`config.mk`:
```
export PLATFORM = sky130hd
export DESIGN_NAME = ring_node
export DESIGN_NICKNAME = d
export VERILOG_FILES = /design/src/ring_node_pkg.sv /design/src/ring_node.sv /design/src/wb_cfg_regs.sv /design/src/dco.sv /design/src/loop_filter.sv /design/src/error_combiner.sv /design/src/phase_detector.sv
export VERILOG_INCLUDE_DIRS = /design/src
export SDC_FILE = /design/constraint.sdc
export NUM_CORES = 1
export LEC_CHECK = 0
export BUFFER_PORTS_ARGS = -buffer_cell sky130_fd_sc_hd__buf_2
export CAP_MARGIN = 10
export CORE_MARGIN = 2
export CORE_UTILIZATION = 40
export DETAILED_ROUTE_END_ITERATION = 8
export GPL_ROUTABILITY_DRIVEN = 0
export SLEW_MARGIN = 20
export SYNTH_ARGS = -nofsm -noshare
export SYNTH_HDL_FRONTEND = slang
export SYNTH_SLANG_ARGS = --single-unit
```
`constraint.sdc`:
```
create_clock -name fpga_clk_i -period 9.1 [get_ports fpga_clk_i]
set_input_delay 0.455 -clock fpga_clk_i [delete_from_list [all_inputs] [get_ports fpga_clk_i]]
set_output_delay 0.455 -clock fpga_clk_i [all_outputs]
set_load 0.05 [all_outputs]
```
`src/ring_node_settings.svh`:
```
`ifndef RING_NODE_SETTINGS_SVH
`define RING_NODE_SETTINGS_SVH

// Datapath widths
`define RN_ERR_W        5
`define RN_CC_W         5
`define RN_WEIGHT_W     4

// Loop filter gains in unsigned fixed point
`define RN_KP_W         6
`define RN_KP_FRAC      5
`define RN_KI_W         8
`define RN_KI_FRAC      7
`define RN_INT_W        16
`define RN_KP_DEFAULT   9
`define RN_KI_DEFAULT   1

// A weight of 4 is unity in the combiner
`define RN_COMB_SHIFT   2

// At code 0 the oscillator's gen_clk runs at 1/16 of the board clock
`define RN_ACC_W        16
`define RN_NCO_BASE     4096
`define RN_NCO_STEP     128

`endif
```
`src/ring_node_pkg.sv`:
```
`include "ring_node_settings.svh"

package ring_node_pkg;

    // Phase errors are counted in board clock cycles
    typedef logic signed [`RN_ERR_W-1:0] err_t;

    // Control code of the oscillator where a positive code runs faster
    typedef logic signed [`RN_CC_W-1:0] cc_t;

    typedef logic [`RN_WEIGHT_W-1:0] weight_t;

    typedef logic [`RN_KP_W-1:0] kp_t;
    typedef logic [`RN_KI_W-1:0] ki_t;

    // Word addresses of the configuration slave
    typedef enum logic [2:0] {
        CFG_KP      = 3'd0,
        CFG_KI      = 3'd1,
        CFG_W_LEFT  = 3'd2,
        CFG_W_ABOVE = 3'd3,
        CFG_W_RIGHT = 3'd4,
        CFG_W_BELOW = 3'd5,
        CFG_CTRL    = 3'd6
    } cfg_addr_e;

endpackage

```
`src/ring_node.sv`:
```
`timescale 1ns/1ps

module ring_node
    import ring_node_pkg::*;
(
    input  logic       fpga_clk_i,
    input  logic       rst_n_i,
    input  logic       ref_left_i,
    input  logic       ref_above_i,
    input  err_t       error_right_i,
    input  err_t       error_bottom_i,
    input  logic       wb_cyc_i,
    input  logic       wb_stb_i,
    input  logic       wb_we_i,
    input  logic [2:0] wb_adr_i,
    input  logic [7:0] wb_dat_i,
    output logic       gen_clk_o,
    output logic       gen_div8_o,
    output err_t       error_left_o,
    output err_t       error_above_o,
    output cc_t        dco_cc_o,
    output logic [7:0] wb_dat_o,
    output logic       wb_ack_o
);

    kp_t     kp;
    ki_t     ki;
    weight_t weight_left;
    weight_t weight_above;
    weight_t weight_right;
    weight_t weight_below;
    logic    osc_en;
    logic    update;
    err_t    error_comb;

    wb_cfg_regs u_cfg (
        .fpga_clk_i    (fpga_clk_i),
        .rst_n_i       (rst_n_i),
        .wb_cyc_i      (wb_cyc_i),
        .wb_stb_i      (wb_stb_i),
        .wb_we_i       (wb_we_i),
        .wb_adr_i      (wb_adr_i),
        .wb_dat_i      (wb_dat_i),
        .wb_dat_o      (wb_dat_o),
        .wb_ack_o      (wb_ack_o),
        .kp_o          (kp),
        .ki_o          (ki),
        .weight_left_o (weight_left),
        .weight_above_o(weight_above),
        .weight_right_o(weight_right),
        .weight_below_o(weight_below),
        .osc_en_o      (osc_en)
    );

    phase_detector pdet_left (
        .fpga_clk_i (fpga_clk_i),
        .rst_n_i    (rst_n_i),
        .reference_i(ref_left_i),
        .generated_i(gen_div8_o),
        .phase_err_o(error_left_o)
    );

    phase_detector pdet_above (
        .fpga_clk_i (fpga_clk_i),
        .rst_n_i    (rst_n_i),
        .reference_i(ref_above_i),
        .generated_i(gen_div8_o),
        .phase_err_o(error_above_o)
    );

    // Neighbour order follows the combiner's slot numbering
    error_combiner u_comb (
        .fpga_clk_i  (fpga_clk_i),
        .rst_n_i     (rst_n_i),
        .weight_0_i  (weight_above),
        .weight_1_i  (weight_left),
        .weight_2_i  (weight_right),
        .weight_3_i  (weight_below),
        .error_0_i   (error_above_o),
        .error_1_i   (error_left_o),
        .error_2_i   (error_right_i),
        .error_3_i   (error_bottom_i),
        .error_comb_o(error_comb)
    );

    loop_filter u_filter (
        .fpga_clk_i(fpga_clk_i),
        .rst_n_i   (rst_n_i),
        .update_i  (update),
        .error_i   (error_comb),
        .kp_i      (kp),
        .ki_i      (ki),
        .dco_cc_o  (dco_cc_o)
    );

    dco u_dco (
        .fpga_clk_i(fpga_clk_i),
        .rst_n_i   (rst_n_i),
        .enable_i  (osc_en),
        .cc_i      (dco_cc_o),
        .gen_clk_o (gen_clk_o),
        .gen_div8_o(gen_div8_o),
        .update_o  (update)
    );

endmodule

```
`src/wb_cfg_regs.sv`:
```
`timescale 1ns/1ps

`include "ring_node_settings.svh"

module wb_cfg_regs
    import ring_node_pkg::*;
(
    input  logic       fpga_clk_i,
    input  logic       rst_n_i,
    input  logic       wb_cyc_i,
    input  logic       wb_stb_i,
    input  logic       wb_we_i,
    input  logic [2:0] wb_adr_i,
    input  logic [7:0] wb_dat_i,
    output logic [7:0] wb_dat_o,
    output logic       wb_ack_o,
    output kp_t        kp_o,
    output ki_t        ki_o,
    output weight_t    weight_left_o,
    output weight_t    weight_above_o,
    output weight_t    weight_right_o,
    output weight_t    weight_below_o,
    output logic       osc_en_o
);

    logic       req_new;
    logic [7:0] rd_data;

    // Ack is a single pulse per request, so a held request is not taken twice
    assign req_new = wb_cyc_i & wb_stb_i & ~wb_ack_o;

    always_comb begin
        case (cfg_addr_e'(wb_adr_i))
            CFG_KP:      rd_data = 8'(kp_o);
            CFG_KI:      rd_data = 8'(ki_o);
            CFG_W_LEFT:  rd_data = 8'(weight_left_o);
            CFG_W_ABOVE: rd_data = 8'(weight_above_o);
            CFG_W_RIGHT: rd_data = 8'(weight_right_o);
            CFG_W_BELOW: rd_data = 8'(weight_below_o);
            CFG_CTRL:    rd_data = {7'd0, osc_en_o};
            default:     rd_data = 8'd0;
        endcase
    end

    always_ff @(posedge fpga_clk_i) begin
        if (!rst_n_i) begin
            wb_ack_o       <= 1'b0;
            kp_o           <= kp_t'(`RN_KP_DEFAULT);
            ki_o           <= ki_t'(`RN_KI_DEFAULT);
            weight_left_o  <= '0;
            weight_above_o <= '0;
            weight_right_o <= '0;
            weight_below_o <= '0;
            osc_en_o       <= 1'b0;
        end else begin
            wb_ack_o <= req_new;
            if (req_new && wb_we_i) begin
                case (cfg_addr_e'(wb_adr_i))
                    CFG_KP:      kp_o           <= wb_dat_i[`RN_KP_W-1:0];
                    CFG_KI:      ki_o           <= wb_dat_i[`RN_KI_W-1:0];
                    CFG_W_LEFT:  weight_left_o  <= wb_dat_i[`RN_WEIGHT_W-1:0];
                    CFG_W_ABOVE: weight_above_o <= wb_dat_i[`RN_WEIGHT_W-1:0];
                    CFG_W_RIGHT: weight_right_o <= wb_dat_i[`RN_WEIGHT_W-1:0];
                    CFG_W_BELOW: weight_below_o <= wb_dat_i[`RN_WEIGHT_W-1:0];
                    CFG_CTRL:    osc_en_o       <= wb_dat_i[0];
                    default:     ;
                endcase
            end
        end
    end

    always_ff @(posedge fpga_clk_i) begin
        if (req_new) begin
            wb_dat_o <= rd_data;
        end
    end

    a_ack_follows_req: assert property (
        @(posedge fpga_clk_i) disable iff (!rst_n_i)
        wb_ack_o |-> $past(wb_cyc_i && wb_stb_i)
    );

endmodule

```
`src/dco.sv`:
```
`timescale 1ns/1ps

`include "ring_node_settings.svh"

module dco
    import ring_node_pkg::*;
(
    input  logic fpga_clk_i,
    input  logic rst_n_i,
    input  logic enable_i,
    input  cc_t  cc_i,
    output logic gen_clk_o,
    output logic gen_div8_o,
    output logic update_o
);

    logic [`RN_ACC_W-1:0] acc;
    logic [`RN_ACC_W-1:0] acc_inc;
    logic                 clk_q;
    logic                 clk_rise;
    logic [1:0]           div_cnt;
    logic                 div8_d;

    // Increment grows with the control code, so a positive code runs faster
    assign acc_inc = `RN_ACC_W'(`RN_NCO_BASE + `RN_NCO_STEP * int'(cc_i));

    assign gen_clk_o = acc[`RN_ACC_W-1];
    assign clk_rise  = gen_clk_o & ~clk_q;

    always_ff @(posedge fpga_clk_i) begin
        if (!rst_n_i || !enable_i) begin
            acc        <= '0;
            clk_q      <= 1'b0;
            div_cnt    <= '0;
            gen_div8_o <= 1'b0;
            div8_d     <= 1'b0;
            update_o   <= 1'b0;
        end else begin
            acc   <= acc + acc_inc;
            clk_q <= gen_clk_o;
            if (clk_rise) begin
                div_cnt <= div_cnt + 1'b1;
                if (div_cnt == 2'd3) begin
                    gen_div8_o <= ~gen_div8_o;
                end
            end
            div8_d   <= gen_div8_o;
            // Strobe lands one cycle after the divided output rises
            update_o <= gen_div8_o & ~div8_d;
        end
    end

    a_update_single: assert property (
        @(posedge fpga_clk_i) disable iff (!rst_n_i) update_o |=> !update_o
    );

endmodule

```
`src/loop_filter.sv`:
```
`timescale 1ns/1ps

`include "ring_node_settings.svh"

module loop_filter
    import ring_node_pkg::*;
(
    input  logic fpga_clk_i,
    input  logic rst_n_i,
    input  logic update_i,
    input  err_t error_i,
    input  kp_t  kp_i,
    input  ki_t  ki_i,
    output cc_t  dco_cc_o
);

    localparam int CC_MAX  = 2 ** (`RN_CC_W - 1) - 1;
    localparam int INT_MAX = 2 ** (`RN_INT_W - 1) - 1;
    localparam int INT_MIN = -(2 ** (`RN_INT_W - 1));

    logic signed [`RN_INT_W-1:0]            integ;
    logic signed [`RN_INT_W-1:0]            integ_next;
    logic signed [`RN_INT_W:0]              integ_sum;
    logic signed [`RN_KI_W+`RN_ERR_W:0]     ki_prod;
    logic signed [`RN_KP_W+`RN_ERR_W:0]     kp_prod;
    logic signed [`RN_INT_W:0]              cc_sum;
    cc_t                                    cc_sat;

    always_comb begin
        ki_prod   = $signed({1'b0, ki_i}) * error_i;
        kp_prod   = $signed({1'b0, kp_i}) * error_i;
        integ_sum = integ + ki_prod;

        if (integ_sum > INT_MAX) begin
            integ_next = INT_MAX[`RN_INT_W-1:0];
        end else if (integ_sum < INT_MIN) begin
            integ_next = INT_MIN[`RN_INT_W-1:0];
        end else begin
            integ_next = integ_sum[`RN_INT_W-1:0];
        end

        // The output already sees the integrator value of this update
        cc_sum = (kp_prod >>> `RN_KP_FRAC) + (integ_next >>> `RN_KI_FRAC);

        if (cc_sum > CC_MAX) begin
            cc_sat = cc_t'(CC_MAX);
        end else if (cc_sum < -CC_MAX) begin
            cc_sat = cc_t'(-CC_MAX);
        end else begin
            cc_sat = cc_sum[`RN_CC_W-1:0];
        end
    end

    always_ff @(posedge fpga_clk_i) begin
        if (!rst_n_i) begin
            integ    <= '0;
            dco_cc_o <= '0;
        end else if (update_i) begin
            integ    <= integ_next;
            dco_cc_o <= cc_sat;
        end
    end

    // The most negative code is never produced, so the range stays symmetric
    a_cc_range: assert property (
        @(posedge fpga_clk_i) disable iff (!rst_n_i)
        (dco_cc_o >= -CC_MAX) && (dco_cc_o <= CC_MAX)
    );

endmodule

```
`src/error_combiner.sv`:
```
`timescale 1ns/1ps

`include "ring_node_settings.svh"

module error_combiner
    import ring_node_pkg::*;
(
    input  logic    fpga_clk_i,
    input  logic    rst_n_i,
    input  weight_t weight_0_i,
    input  weight_t weight_1_i,
    input  weight_t weight_2_i,
    input  weight_t weight_3_i,
    input  err_t    error_0_i,
    input  err_t    error_1_i,
    input  err_t    error_2_i,
    input  err_t    error_3_i,
    output err_t    error_comb_o
);

    localparam int PROD_W  = `RN_WEIGHT_W + `RN_ERR_W + 1;
    localparam int SUM_W   = PROD_W + 2;
    localparam int ERR_MAX = 2 ** (`RN_ERR_W - 1) - 1;

    weight_t weight [4];
    err_t    error [4];
    logic signed [PROD_W-1:0] prod [4];
    logic signed [SUM_W-1:0]  sum;
    logic signed [SUM_W-1:0]  scaled;
    err_t                     comb_sat;

    assign weight = '{weight_0_i, weight_1_i, weight_2_i, weight_3_i};
    assign error  = '{error_0_i, error_1_i, error_2_i, error_3_i};

    always_comb begin
        sum = '0;
        for (int i = 0; i < 4; i++) begin
            // Weights are unsigned, so widen them with a zero sign bit
            prod[i] = $signed({1'b0, weight[i]}) * error[i];
            sum     = sum + prod[i];
        end
        scaled = sum >>> `RN_COMB_SHIFT;

        if (scaled > ERR_MAX) begin
            comb_sat = err_t'(ERR_MAX);
        end else if (scaled < -ERR_MAX) begin
            comb_sat = err_t'(-ERR_MAX);
        end else begin
            comb_sat = scaled[`RN_ERR_W-1:0];
        end
    end

    always_ff @(posedge fpga_clk_i) begin
        if (!rst_n_i) begin
            error_comb_o <= '0;
        end else begin
            error_comb_o <= comb_sat;
        end
    end

endmodule

```
`src/phase_detector.sv`:
```
`timescale 1ns/1ps

`include "ring_node_settings.svh"

module phase_detector
    import ring_node_pkg::*;
(
    input  logic fpga_clk_i,
    input  logic rst_n_i,
    input  logic reference_i,
    input  logic generated_i,
    output err_t phase_err_o
);

    localparam int CNT_MAX = 2 ** (`RN_ERR_W - 1) - 1;

    logic ref_q;
    logic ref_d;
    logic gen_q;
    logic gen_d;
    logic ref_rise;
    logic gen_rise;
    logic active;
    logic ref_first;
    logic [`RN_ERR_W-1:0] count;
    logic [`RN_ERR_W-1:0] count_inc;

    assign ref_rise = ref_q & ~ref_d;
    assign gen_rise = gen_q & ~gen_d;

    assign count_inc = (count == CNT_MAX) ? count : count + 1'b1;

    always_ff @(posedge fpga_clk_i) begin
        if (!rst_n_i) begin
            ref_q       <= 1'b0;
            ref_d       <= 1'b0;
            gen_q       <= 1'b0;
            gen_d       <= 1'b0;
            active      <= 1'b0;
            ref_first   <= 1'b0;
            count       <= '0;
            phase_err_o <= '0;
        end else begin
            ref_q <= reference_i;
            ref_d <= ref_q;
            gen_q <= generated_i;
            gen_d <= gen_q;

            if (ref_rise && gen_rise) begin
                // Coincident edges are in phase
                active      <= 1'b0;
                count       <= '0;
                phase_err_o <= '0;
            end else if (ref_rise || gen_rise) begin
                if (active && (ref_rise != ref_first)) begin
                    active      <= 1'b0;
                    phase_err_o <= ref_first ? err_t'(count) : -err_t'(count);
                end else begin
                    // A first edge or a repeated edge on the same input restarts the count
                    active    <= 1'b1;
                    ref_first <= ref_rise;
                    count     <= 1;
                end
            end else if (active) begin
                count <= count_inc;
            end
        end
    end

    a_count_limit: assert property (
        @(posedge fpga_clk_i) disable iff (!rst_n_i) count <= CNT_MAX
    );

endmodule

```
==> results of run 1 <==
## final timing paths
path | startpoint | endpoint | slack [ns] | depth (start not counted)
setup reg to reg | u_comb.error_comb_o[3] | u_filter.dco_cc_o[0] | 1.56 | 26
setup / recovery | u_comb.error_comb_o[3] | u_filter.dco_cc_o[0] | 1.56 | 26
hold reg to reg | u_dco.div8_d | u_dco.update_o | 0.39 | 1
hold / removal | ref_above_i | pdet_above.ref_q | 0.29 | 2
## area by class of cell
class	count	area [sq um]
Clock buffer	9	225
Clock inverter	7	82.6
Fill cell	2896	16600
Inverter	174	653
Multi-Input combinational cell	981	8760
Sequential cell	111	2300
Tap cell	390	488
Timing Repair Buffer	58	303
## flip-flops by register name, indices dropped and copies added, names as in the netlist, 6 cells and up
signal and cells:
u_cfg.ki_o 8, u_cfg.kp_o 6, u_cfg.wb_dat_o 8, u_dco.acc 9, u_filter.integ 16
## worst max-delay path, stage by stage (launching register included)
cell and delay [ns]:
dfxtp_1 0.59, nand2_1 0.13, fa_1 0.50, fa_1 0.55, inv_1 0.06, fa_1 0.53, inv_1 0.05, fa_1 0.50
inv_1 0.07, fa_1 0.47, a211oi_1 0.45, o21ai_1 0.19, a21oi_1 0.16, o21ba_2 0.18, xnor2_2 0.29, o221ai_1 0.31
nand2_1 0.14, ha_1 0.18, inv_1 0.06, fa_1 0.38, nand2b_1 0.17, a21oi_1 0.30, or4_1 0.17, a21oi_1 0.09
nor4_1 0.53, nor4b_1 0.30, a311oi_1 0.07
## cell usage after synthesis, types with 10 or more instances
cell type,count,share of area
dfxtp_1,103,0.17
a21oi_1,44,0.019
a31oi_1,13,0.0069
xor2_1,15,0.011
a211oi_1,13,0.0082
ha_1,154,0.16
fa_1,124,0.21
o21ai_0,49,0.021
and3_1,12,0.0063
nor2b_1,39,0.021
clkbuf_1,35,0.011
nand2b_1,17,0.0090
inv_1,172,0.054
nand3_1,10,0.0042
nor3_1,11,0.0046
nor2_1,95,0.030
and2_1,90,0.047
nand2_1,92,0.029
xnor2_1,35,0.026
mux2i_1,43,0.036
## placed cells by master, fill, tap and decap left out, types with 5 or more instances in the layout
cell	n
o21a_1	7
o21ai_0	49
nor3_1	11
nor2b_1	39
nand2_1	92
buf_2	53
buf_4	5
maj3_2	6
clkbuf_16	9
o31ai_1	5
a211o_1	6
xor2_1	15
a21oi_1	44
a31oi_1	13
o21ai_1	6
nand3_1	10
xnor2_1	34
nor2_1	95
edfxtp_1	8
fa_1	124
nand2b_1	17
ha_1	154
a211oi_1	13
mux2i_1	43
dfxtp_1	103
o21ba_2	5
a21o_1	7
and3_1	12
and2_1	90
nand4_1	6
inv_1	172
## stage by stage
stage	setup slack (ns)	util	std cells
after floorplan	2.14	-	1305
after global placement	1.49	0.425	1714
after detailed placement	1.35	0.425	1714
after CTS	1.31	0.435	1730
after global routing	1.06	0.436	1730
final	1.56	0.436	1730
## power groups by stage
stage	Sequential (mW)	Combinational, mW	Clock, mW
CTS	0.541	0.888	0.424
finish	0.541	0.882	0.408
global placement	0.551	0.870	0
floorplan	0.537	0.691	0
global route	0.546	1.01	0.442
detailed placement	0.553	0.880	0
## routing by layer
layer  track usage  wire (um)  up-vias
li1              -          -     4394
met1         0.254      13000     4333
met2         0.300      12400      144
met3        0.0149        809       30
met4        0.0510        548        0
met5             0          0        -
## logic make-up (layout without fill, tap and decap cells)
family                     count (synthesis)  count (layout)  share of synthesized area
buffers and inverters                    213             248                     0.0686
DFF                                      111             111                      0.194
muxes                                     45              45                     0.0382
adders and majority gates                286             286                      0.379
xor gates and xnor gates                  50              50                     0.0369
and+or+nand+nor                          397             397                      0.171
AOI/OAI and AO/OA                        203             203                      0.112
==> out/metrics.yaml, run 1 <==
run_status:
  status: "completed"
detailed_routing:
  ant_nets: 0
  routed_wl_um: 26800
  route.detailed.drc: 0
  vias_per_cell: 5.15
  first_iter_violations: 392
  vias: 8901
  routedWlPerCell_um: 15.5
  first_pass_iters: 5
sta:
  post-route-period-util: 0.828
  period_minus_slack_ns: 7.54
  worstMarginPinSlew_ns: 0.715
  hold_slack_ns: 0.294
  fmax_mhz: 133
  rsz0062_at_grt: "false"
  finalSetupViolations: 0
  final_hold_viol_count: 0
  skew_ns: 0.0111
  final.setup.tns_ns: 0
  finalMaxSlewViolations: 0
  maxSlewHeadroom: 0.521
logic_synthesis:
  synth_flop_cell: "dfxtp_1"
  synth_cells: 1305
  syn-num-nets: 1611
  yosysSeqAreaShare: 0.194
  synth_edf_count: 8
  syn_area_sq_um: 11900
  avgSynthCellArea_sq_um: 9.09
  yosys_warnings: 0
  async_flop_share: 0
  synthDistinctLibCells: 76
  ys_seq_elements: 111
power:
  finalPower_mw: 1.83
  vdd_drop_max_v: 0.000148
  p_int_mw: 1.07
  p_leak_nw: 6.24
  pwr-share-seq: 0.295
  pwr-share-comb: 0.482
  switchingPower_mw: 0.763
  p_per_area_nw_per_um2: 143
  p_clk_frac: 0.223
  netSwitchingFraction: 0.417
final_layout:
  antennaDiodeCount: 0
  drive_above_1_share: 0.0746
  finalInstanceArea_sq_um: 12800
  synthToLayoutAreaGrowth_pct: 7.97
  final_net_count: 1641
global_route:
  antenna_found_initial: 0
  grt_remaining_overflow: 0
  grt_pass1_wl_um: 45100
  grt_use_total: 0.181
  grt_max_degree: 78
  grt_pass1_vias: 8938
run:
  maxCapViolations: 0
floorplan:
  initial_core_util: 0.404
  row_count: 63
  core_sq_um: 29400
  die_area_sq_um: 31100
  ios: 54
  die_width_um: 176
  chipHeight_um: 176
clocking:
  cts_made_buffers: 9
  post_cts_buffers: 0
  insertion_delay_ns: 0.37
  clk_pin_slew_ns: 0.09
  root_buffer: "clkbuf_16"
  clock_path_buffers: 2
  cts_hold_buffers: 0
  cts_tree: "yes"
  postCtsResizedCells: 0
  htree_levels: 3
  clock-sinks: 111
critical_path:
  path_max_fanout: 14
  worstPathRequired_ns: 9.35
  arrival_ns: 7.79
  end_kind: "flip-flop"
  start_kind: "flip-flop"
  path_class: "flip-flop to flip-flop"
placement:
  dpl_cell_area_sq_um: 12500
  port_buffers: 53
  hpwl_um: 21700
min_path:
  hold_class: "primary input to flip-flop"
(Power assumes the default switching activity.)
==> run 2, diff against run 1 <==
Clock period 9.1 ns to 7.75 ns, I/O delays scaled along.
==> run 2 against run 1 <==
Compared with the run above: global-route usage increased by 0.77 points; non-clock buffer count increased by 10; critical path depth decreased by 2; critical endpoint unchanged.
==> out/metrics.yaml, run 2 (synthesis gave the netlist of run 1 again) <==
run_status:
  status: "completed"  # unchanged
critical_path:
  cp.buffers_inverters: 4  # unchanged
  crit_slowest_cell: "fa_1"  # was dfxtp_1
  path_max_fanout: 12  # was 14
  cpPeakStageDelay_ns: 0.57  # was 0.59 ns
  cp_cell_sequence: "nand2_1 -> fa_1 -> fa_1 -> inv_1 -> fa_1 -> inv_1 -> fa_1 -> inv_1 -> fa_1 -> a211oi_2 -> o21ai_1 -> a21oi_1 -> o21ba_2 -> xnor2_1 -> buf_4 -> maj3_1 -> ha_1 -> o21ai_0 -> a21oi_1 -> o311ai_0 -> o311ai_0 -> nor4_2 -> nor4b_1 -> a311oi_1"
  reg2regPathDepth: 24  # was 26
  cp_common_cell: "fa_1"  # unchanged
  reg2reg_to: "u_filter.dco_cc_o[0]"  # unchanged
  end_kind: "flip-flop"  # unchanged
  arrival_ns: 7.33  # was 7.79 ns
  worstPathRequired_ns: 7.99  # was 9.35 ns
  start_kind: "flip-flop"  # unchanged
  cp_top_family: "adder cells"  # unchanged
  reg2reg_from: "u_cfg.ki_o[1]"  # was u_comb.error_comb_o[3]
  path_class: "flip-flop to flip-flop"  # unchanged
  rrSetupSlack_ns: 0.66  # was 1.56 ns
sta:
  final_hold_viol_count: 0  # unchanged
  rsz0062_at_grt: "false"  # unchanged
  finalMaxSlewViolations: 0  # unchanged
  hold_slack_ns: 0.233  # was 0.294 ns
  post-route-period-util: 0.915  # was 0.828
  period_minus_slack_ns: 7.09  # was 7.54 ns
  fmax_mhz: 141  # was 133 MHz
  final.setup.tns_ns: 0  # unchanged
  maxSlewHeadroom: 0.515  # was 0.521
  skew_ns: 0.0113  # was 0.0111 ns
  finalSetupViolations: 0  # unchanged
  worstMarginPinSlew_ns: 0.727  # was 0.715 ns
clocking:
  cts_tree: "yes"  # unchanged
  htree_levels: 3  # unchanged
  clk_pin_slew_ns: 0.08  # was 0.09 ns
  root_buffer: "clkbuf_16"  # unchanged
  post_cts_buffers: 0  # unchanged
  cts_made_buffers: 9  # unchanged
  clock-sinks: 111  # unchanged
  clock_path_buffers: 2  # unchanged
  insertion_delay_ns: 0.37  # about the same
global_route:
  antenna_found_initial: 0  # unchanged
  grt_max_degree: 78  # unchanged
  grt_pass1_vias: 9004  # was 8938
  grt_use_met2: 0.305  # was 0.300
  met3_usage: 0.0220  # was 0.0149
  met1_usage: 0.269  # was 0.254
  grt_most_used_layer: "met2"  # unchanged
  grt_remaining_overflow: 0  # unchanged
  grt_use_total: 0.189  # was 0.181
  grt_pass1_wl_um: 46600  # was 45100 um
detailed_routing:
  vias_per_cell: 5.10  # was 5.15
  routed_wl_um: 27900  # was 26800 um
  route.detailed.drc: 0  # unchanged
  routedWlPerCell_um: 16.0  # was 15.5 um
  ant_nets: 0  # unchanged
  first_iter_violations: 454  # was 392
  first_pass_iters: 6  # was 5
  vias: 8880  # was 8901
placement:
  dp_cells: 1724  # was 1714
  hpwl_um: 22800  # was 21700 um
  port_buffers: 53  # unchanged
final_layout:
  reg_top3: "u_filter.integ: 16 flops, u_dco.acc: 9 flops"  # unchanged
  layout_common_cells: "172 x inv_1, 154 x ha_1, 124 x fa_1, 102 x dfxtp_1, 95 x nor2_1"  # was 172 x inv_1, 154 x ha_1, 124 x fa_1, 103 x dfxtp_1, 95 x nor2_1
  synthToLayoutAreaGrowth_pct: 8.66  # was 7.97%
  drive_above_1_share: 0.0830  # was 0.0746
  multi_input_area_sq_um: 8760  # about the same
  top_register: "u_filter.integ"  # unchanged
  register_area_sq_um: 2300  # about the same
  final_cells: 1741  # was 1730
  final_net_count: 1651  # was 1641
  fillers: 2882  # was 2896
  largest_reg_flops: 16  # unchanged
  layout_commonest_cell: "inv_1"  # unchanged
floorplan:
  row_count: 63  # unchanged
  die_width_um: 176  # unchanged
  core_sq_um: 29400  # unchanged
  die_area_sq_um: 31100  # unchanged
  chipHeight_um: 176  # unchanged
  initial_core_util: 0.404  # unchanged
  ios: 54  # unchanged
power:
  p_leak_nw: 6.28  # was 6.24 nW
  vdd_drop_max_v: 0.000206  # was 0.000148 V
  p_per_area_nw_per_um2: 171  # was 143 nW/um^2
  finalPower_mw: 2.20  # was 1.83 mW
min_path:
  holdPathStages: 2  # unchanged
  min_from: "ref_left_i"  # was ref_above_i
  min_to: "pdet_left.ref_q"  # was pdet_above.ref_q
  hold_class: "primary input to flip-flop"  # unchanged
run:
  maxCapViolations: 0  # unchanged
run 2: changes by cell type in the layout (fill, tap and decap cells not counted):
cell and change:
dfxtp_2 +1, diode_2 +1, nor4_1 -1, nor4_2 +1, clkinvlp_4 -1, clkinv_4 +1
dfxtp_1 -1, xnor2_2 -1, inv_8 -1, inv_6 +1, a211oi_1 -1, xnor2_1 +1
a211oi_2 +1, buf_4 +10
run 2: layer usage:
metal	part of all wire	wire, um	vias up
met5	0	0	-
met4	0.018	512	0
met3	0.035	979	31
met2	0.46	12900	125
met1	0.48	13500	4315
li1	-	-	4409
run 2: what timing repair did:
action	in CTS	in global routing
hold buffers	0	0
resized for setup	0	2
setup endpoints to repair	0	4
run 2: worst max-delay path by stage:
stage / startpoint / to / slack (ns) / depth (start not counted)
2_1_floorplan: u_comb.error_comb_o[4] / u_filter.dco_cc_o[0] / 0.79 / 27
3_3_place_gp: u_cfg.ki_o[1] / u_filter.dco_cc_o[0] / 0.64 / 24
3_5_place_dp: u_cfg.ki_o[1] / u_filter.dco_cc_o[0] / 0.48 / 27
4_1_cts: u_cfg.ki_o[1] / u_filter.dco_cc_o[0] / 0.45 / 27
5_1_grt: u_cfg.ki_o[1] / u_filter.dco_cc_o[0] / 0.07 / 26
6_report: u_cfg.ki_o[1] / u_filter.dco_cc_o[0] / 0.66 / 24
run 2: area by class of cell:
class / instances / area share
multi-input cells: 981 / 0.680
flip-flops and latches: 111 / 0.179
inverters: 174 / 0.0507
well taps: 390 / 0.0379
repair buffers: 68 / 0.0293
clock buffers: 9 / 0.0175
clock inverters: 7 / 0.00631
diodes: 1 / 0.000194
run 2: where the power goes:
group / internal (mW) / total (mW) / switching [mW]
sequential: 0.594 / 0.613 / 0.0189
combinational: 0.450 / 1.12 / 0.665
clock: 0.232 / 0.476 / 0.245
run 2: stage by stage:
step | setup slack [ns] | cell area (sq um) | util
4_1_cts | 0.449 | 12900 | 0.438
3_3_place_gp | 0.638 | 12600 | 0.428
5_1_grt | 0.0678 | 12900 | 0.438
6_report | 0.661 | 12900 | 0.438
2_1_floorplan | 0.785 | 11900 | -
3_5_place_dp | 0.483 | 12600 | 0.428
run 2: worst register-to-register path, cell delays in order, from the launching register on:
cell and delay [ns]:
dfxtp_1 0.46, nand2_1 0.12, fa_1 0.51, fa_1 0.57, inv_1 0.06, fa_1 0.54, inv_1 0.06, fa_1 0.50
inv_1 0.07, fa_1 0.49, a211oi_2 0.35, o21ai_1 0.17, a21oi_1 0.19, o21ba_2 0.17, xnor2_1 0.09, buf_4 0.20
maj3_1 0.38, ha_1 0.39, o21ai_0 0.10, a21oi_1 0.10, o311ai_0 0.47, o311ai_0 0.30, nor4_2 0.33, nor4b_1 0.29
a311oi_1 0.07
==> run 3, diff against run 2 <==
Settings changed: RECOVER_POWER set to 50, SYNTH_HIERARCHICAL set to 1.
==> run 3 against run 2 <==
Compared with the run above: critical endpoint is now u_filter/dco_cc_o[1]; via count is 3.6% higher; register-to-register slack worse by 0.22 ns; worst setup slack worse by 0.22 ns; synthesized cell count rose by 3.3%.
==> out/metrics.yaml, run 3 <==
detailed_routing:
  vias_per_cell: 5.09  # was 5.10
  vias: 9197  # was 8880
  first_pass_iters: 7  # was 6
  route.detailed.drc: 0  # unchanged
  ant_nets: 0  # unchanged
  first_iter_violations: 457  # was 454
  routed_wl_um: 28000  # was 27900 um
  routedWlPerCell_um: 15.5  # was 16.0 um
sta:
  post-route-period-util: 0.943  # was 0.915
  skew_ns: 0.0144  # was 0.0113 ns
  worstMarginPinSlew_ns: 0.802  # was 0.727 ns
  finalSetupViolations: 0  # unchanged
  maxSlewHeadroom: 0.466  # was 0.515
  fmax_mhz: 137  # was 141 MHz
  setup_ws_ns: 0.444  # was 0.661 ns
  final_hold_viol_count: 0  # unchanged
  period_minus_slack_ns: 7.31  # was 7.09 ns
  final.setup.tns_ns: 0  # unchanged
  finalMaxSlewViolations: 0  # unchanged
  rsz0062_at_grt: "false"  # unchanged
clocking:
  cts_tree: "yes"  # unchanged
  root_buffer: "clkbuf_16"  # unchanged
  clock-sinks: 113  # was 111
  clock_path_buffers: 2  # unchanged
  cts_made_buffers: 17  # was 9
  insertion_delay_ns: 0.42  # was 0.37 ns
  clk_pin_slew_ns: 0.06  # was 0.08 ns
  htree_levels: 4  # was 3
  postCtsResizedCells: 0  # unchanged
  post_cts_buffers: 0  # unchanged
  cts_hold_buffers: 0  # unchanged
global_route:
  antenna_found_initial: 1  # was 0
  grt_pass1_wl_um: 47800  # was 46600 um
  grt_pass1_vias: 9670  # was 9004
  grt_remaining_overflow: 0  # unchanged
  grt_use_total: 0.180  # was 0.189
  grt_max_degree: 77  # was 78
logic_synthesis:
  synth.most_common_cell: "inv_1"  # unchanged
  yosysTopAreaCellShare: 0.199  # was 0.209
  syn_area_sq_um: 12500  # was 11900 sq um
  synthDistinctLibCells: 102  # was 76
  synthTopCellsByArea: "fa_1 20%, dfxtp_1 17%, ha_1 16%"  # was fa_1 21%, dfxtp_1 17%, ha_1 16%
  yosysSeqAreaShare: 0.188  # was 0.194
  synth_flop_cell: "dfxtp_1"  # unchanged
  avgSynthCellArea_sq_um: 9.24  # was 9.09 sq um
  syn-num-nets: 1660  # was 1611
  yosys.area.top_type: "fa_1"  # unchanged
  ys_top_cells_by_count: "208 x inv_1, 160 x ha_1, 124 x fa_1, 110 x nand2_1, 105 x dfxtp_1"  # was 172 x inv_1, 154 x ha_1, 124 x fa_1, 103 x dfxtp_1, 95 x nor2_1
  async_flop_share: 0  # unchanged
  ys_seq_elements: 113  # was 111
  synth_edf_count: 8  # unchanged
  yosys_warnings: 6  # was 0
  synth_cells: 1348  # was 1305
critical_path:
  cp_cell_sequence: "nand2_1 -> fa_1 -> fa_1 -> inv_1 -> fa_1 -> inv_1 -> fa_1 -> inv_1 -> fa_1 -> a211oi_1 -> o21ai_0 -> a31oi_1 -> xnor2_1 -> nand2_1 -> a21oi_1 -> ha_1 -> a21oi_1 -> nand2_1 -> o21a_1 -> o211a_1 -> or4_4 -> o21ai_4 -> a211oi_1 -> a21o_1"  # was nand2_1 -> fa_1 -> fa_1 -> inv_1 -> fa_1 -> inv_1 -> fa_1 -> inv_1 -> fa_1 -> a211oi_2 -> o21ai_1 -> a21oi_1 -> o21ba_2 -> xnor2_1 -> buf_4 -> maj3_1 -> ha_1 -> o21ai_0 -> a21oi_1 -> o311ai_0 -> o311ai_0 -> nor4_2 -> nor4b_1 -> a311oi_1
  end_kind: "flip-flop"  # unchanged
  cp_common_cell: "fa_1"  # unchanged
  arrival_ns: 7.62  # was 7.33 ns
  cpPeakStageDelay_ns: 0.57  # about the same
  cp_top_family: "adder cells"  # unchanged
  crit_slowest_cell: "fa_1"  # unchanged
  worstPathRequired_ns: 8.06  # was 7.99 ns
  path_class: "flip-flop to flip-flop"  # unchanged
  start_kind: "flip-flop"  # unchanged
  path_max_fanout: 7  # was 12
  cp.buffers_inverters: 3  # was 4
floorplan:
  core_sq_um: 30600  # was 29400 sq um
  die_width_um: 180  # was 176 um
  die_area_sq_um: 32600  # was 31100 sq um
  initial_core_util: 0.407  # was 0.404
  row_count: 64  # was 63
  chipHeight_um: 180  # was 176 um
  ios: 54  # unchanged
final_layout:
  antennaDiodeCount: 0  # was 1
  fillers: 3002  # was 2882
  final_net_count: 1709  # was 1651
  drive_above_1_share: 0.0780  # was 0.0830
  top_register: "u_filter/integ"  # was u_filter.integ
  layout_common_cells: "208 x inv_1, 160 x ha_1, 124 x fa_1, 111 x nand2_1, 105 x dfxtp_1"  # was 172 x inv_1, 154 x ha_1, 124 x fa_1, 102 x dfxtp_1, 95 x nor2_1
  utilization: 0.446  # was 0.438
  largest_reg_flops: 16  # unchanged
  synthToLayoutAreaGrowth_pct: 9.61  # was 8.66%
  layout_commonest_cell: "inv_1"  # unchanged
  reg_top3: "u_filter/integ: 16 flops, u_dco/acc: 9 flops"  # was u_filter.integ: 16 flops, u_dco.acc: 9 flops
power:
  switchingPower_mw: 0.881  # was 0.929 mW
  netSwitchingFraction: 0.369  # was 0.422
  p_clk_frac: 0.349  # was 0.216
  pwr-share-seq: 0.258  # was 0.278
  pwr-share-comb: 0.393  # was 0.506
  vdd_drop_max_v: 0.000162  # was 0.000206 V
  p_per_area_nw_per_um2: 175  # was 171 nW/um^2
  p_leak_nw: 6.64  # was 6.28 nW
  p_int_mw: 1.51  # was 1.28 mW
run_status:
  status: "completed"  # unchanged
min_path:
  hold_class: "primary input to flip-flop"  # unchanged
run:
  maxCapViolations: 0  # unchanged
placement:
  port_buffers: 53  # unchanged
  hpwl_um: 22500  # was 22800 um
  post-place-ws_ns: 0.493  # was 0.483 ns
## run 3: cell types whose count changed in the layout (fill, tap and decap cells not counted), moves of 19 or more
cell / before / now
nor2b_1: 39 / 18
inv_1: 172 / 208
buf_2: 53 / 28
nand2_1: 92 / 111
nor2_1: 95 / 69
clkbuf_1: 0 / 27
## run 3: power by group through the flow
| stage | combinational [mW] | clock [mW] | sequential [mW] |
|---|---|---|---|
| 6_report | 0.940 | 0.834 | 0.617 |
| 5_1_grt | 1.06 | 0.879 | 0.619 |
| 4_1_cts | 0.947 | 0.852 | 0.617 |
| 3_5_place_dp | 0.939 | 0 | 0.630 |
| 3_3_place_gp | 0.925 | 0 | 0.629 |
| 2_1_floorplan | 0.723 | 0 | 0.638 |
## run 3: final cells by class
cell class                      count  area, sq um  share of cell area
Sequential cell                   113         2340               0.172
Clock inverter                     12          155              0.0114
Tap cell                          396          495              0.0363
Multi-Input combinational cell    992         9100               0.667
Inverter                          209          785              0.0575
Timing Repair Buffer               64          313              0.0229
Clock buffer                       20          457              0.0335
## run 3: layer usage
metal | GRT usage | wire length, um
met5 | 0 | 13
met3 | 0.0319 | 1020
met2 | 0.301 | 13200
met4 | 0.0374 | 208
met1 | 0.244 | 13500
## run 3: kinds of logic (layout without fill, tap and decap cells)
family | after synthesis | after routing | synth area share
and+or+nand+nor | 398 | 398 | 0.170
muxes | 50 | 50 | 0.0440
AOI/OAI and AO/OA | 205 | 205 | 0.117
DFF | 113 | 113 | 0.188
adders and majority gates | 290 | 290 | 0.365
xor gates and xnor gates | 49 | 49 | 0.0368
buffers and inverters | 243 | 305 | 0.0783
## run 3: per-stage QoR
step / cell area [sq um] / hold WS, ns / power (mW) / cells
6_report: 13600 / 0.176 / 2.39 / 1806
5_1_grt: 13600 / 0.190 / 2.56 / 1806
4_1_cts: 13700 / 0.160 / 2.42 / 1806
3_3_place_gp: 13100 / 0.379 / 1.55 / 1774
3_5_place_dp: 13100 / 0.380 / 1.57 / 1774
2_1_floorplan: 12500 / 0.367 / 1.36 / 1348
## run 3: final timing paths
check / slack, ns / startpoint / endpoint / cells past startpoint
worst min register to register: 0.38 / u_dco/div8_d / u_dco/update_o / 1
worst max-delay path: 0.44 / u_cfg/ki_o[1] / u_filter/dco_cc_o[1] / 24
worst min-delay path: 0.18 / ref_left_i / pdet_left/ref_q / 2
worst max register to register: 0.44 / u_cfg/ki_o[1] / u_filter/dco_cc_o[1] / 24
## run 3: worst register-to-register path, delay by kind of cell, from the launching register on
family / cells / cell delay (ns)
XOR/XNOR: 1 / 0.37
flip-flops: 1 / 0.45
adder cells (fa/ha/maj): 6 / 2.93
buffers and inverters: 3 / 0.18
AO/OA/AOI/OAI: 10 / 2.25
AND/OR/NAND/NOR: 4 / 1.05
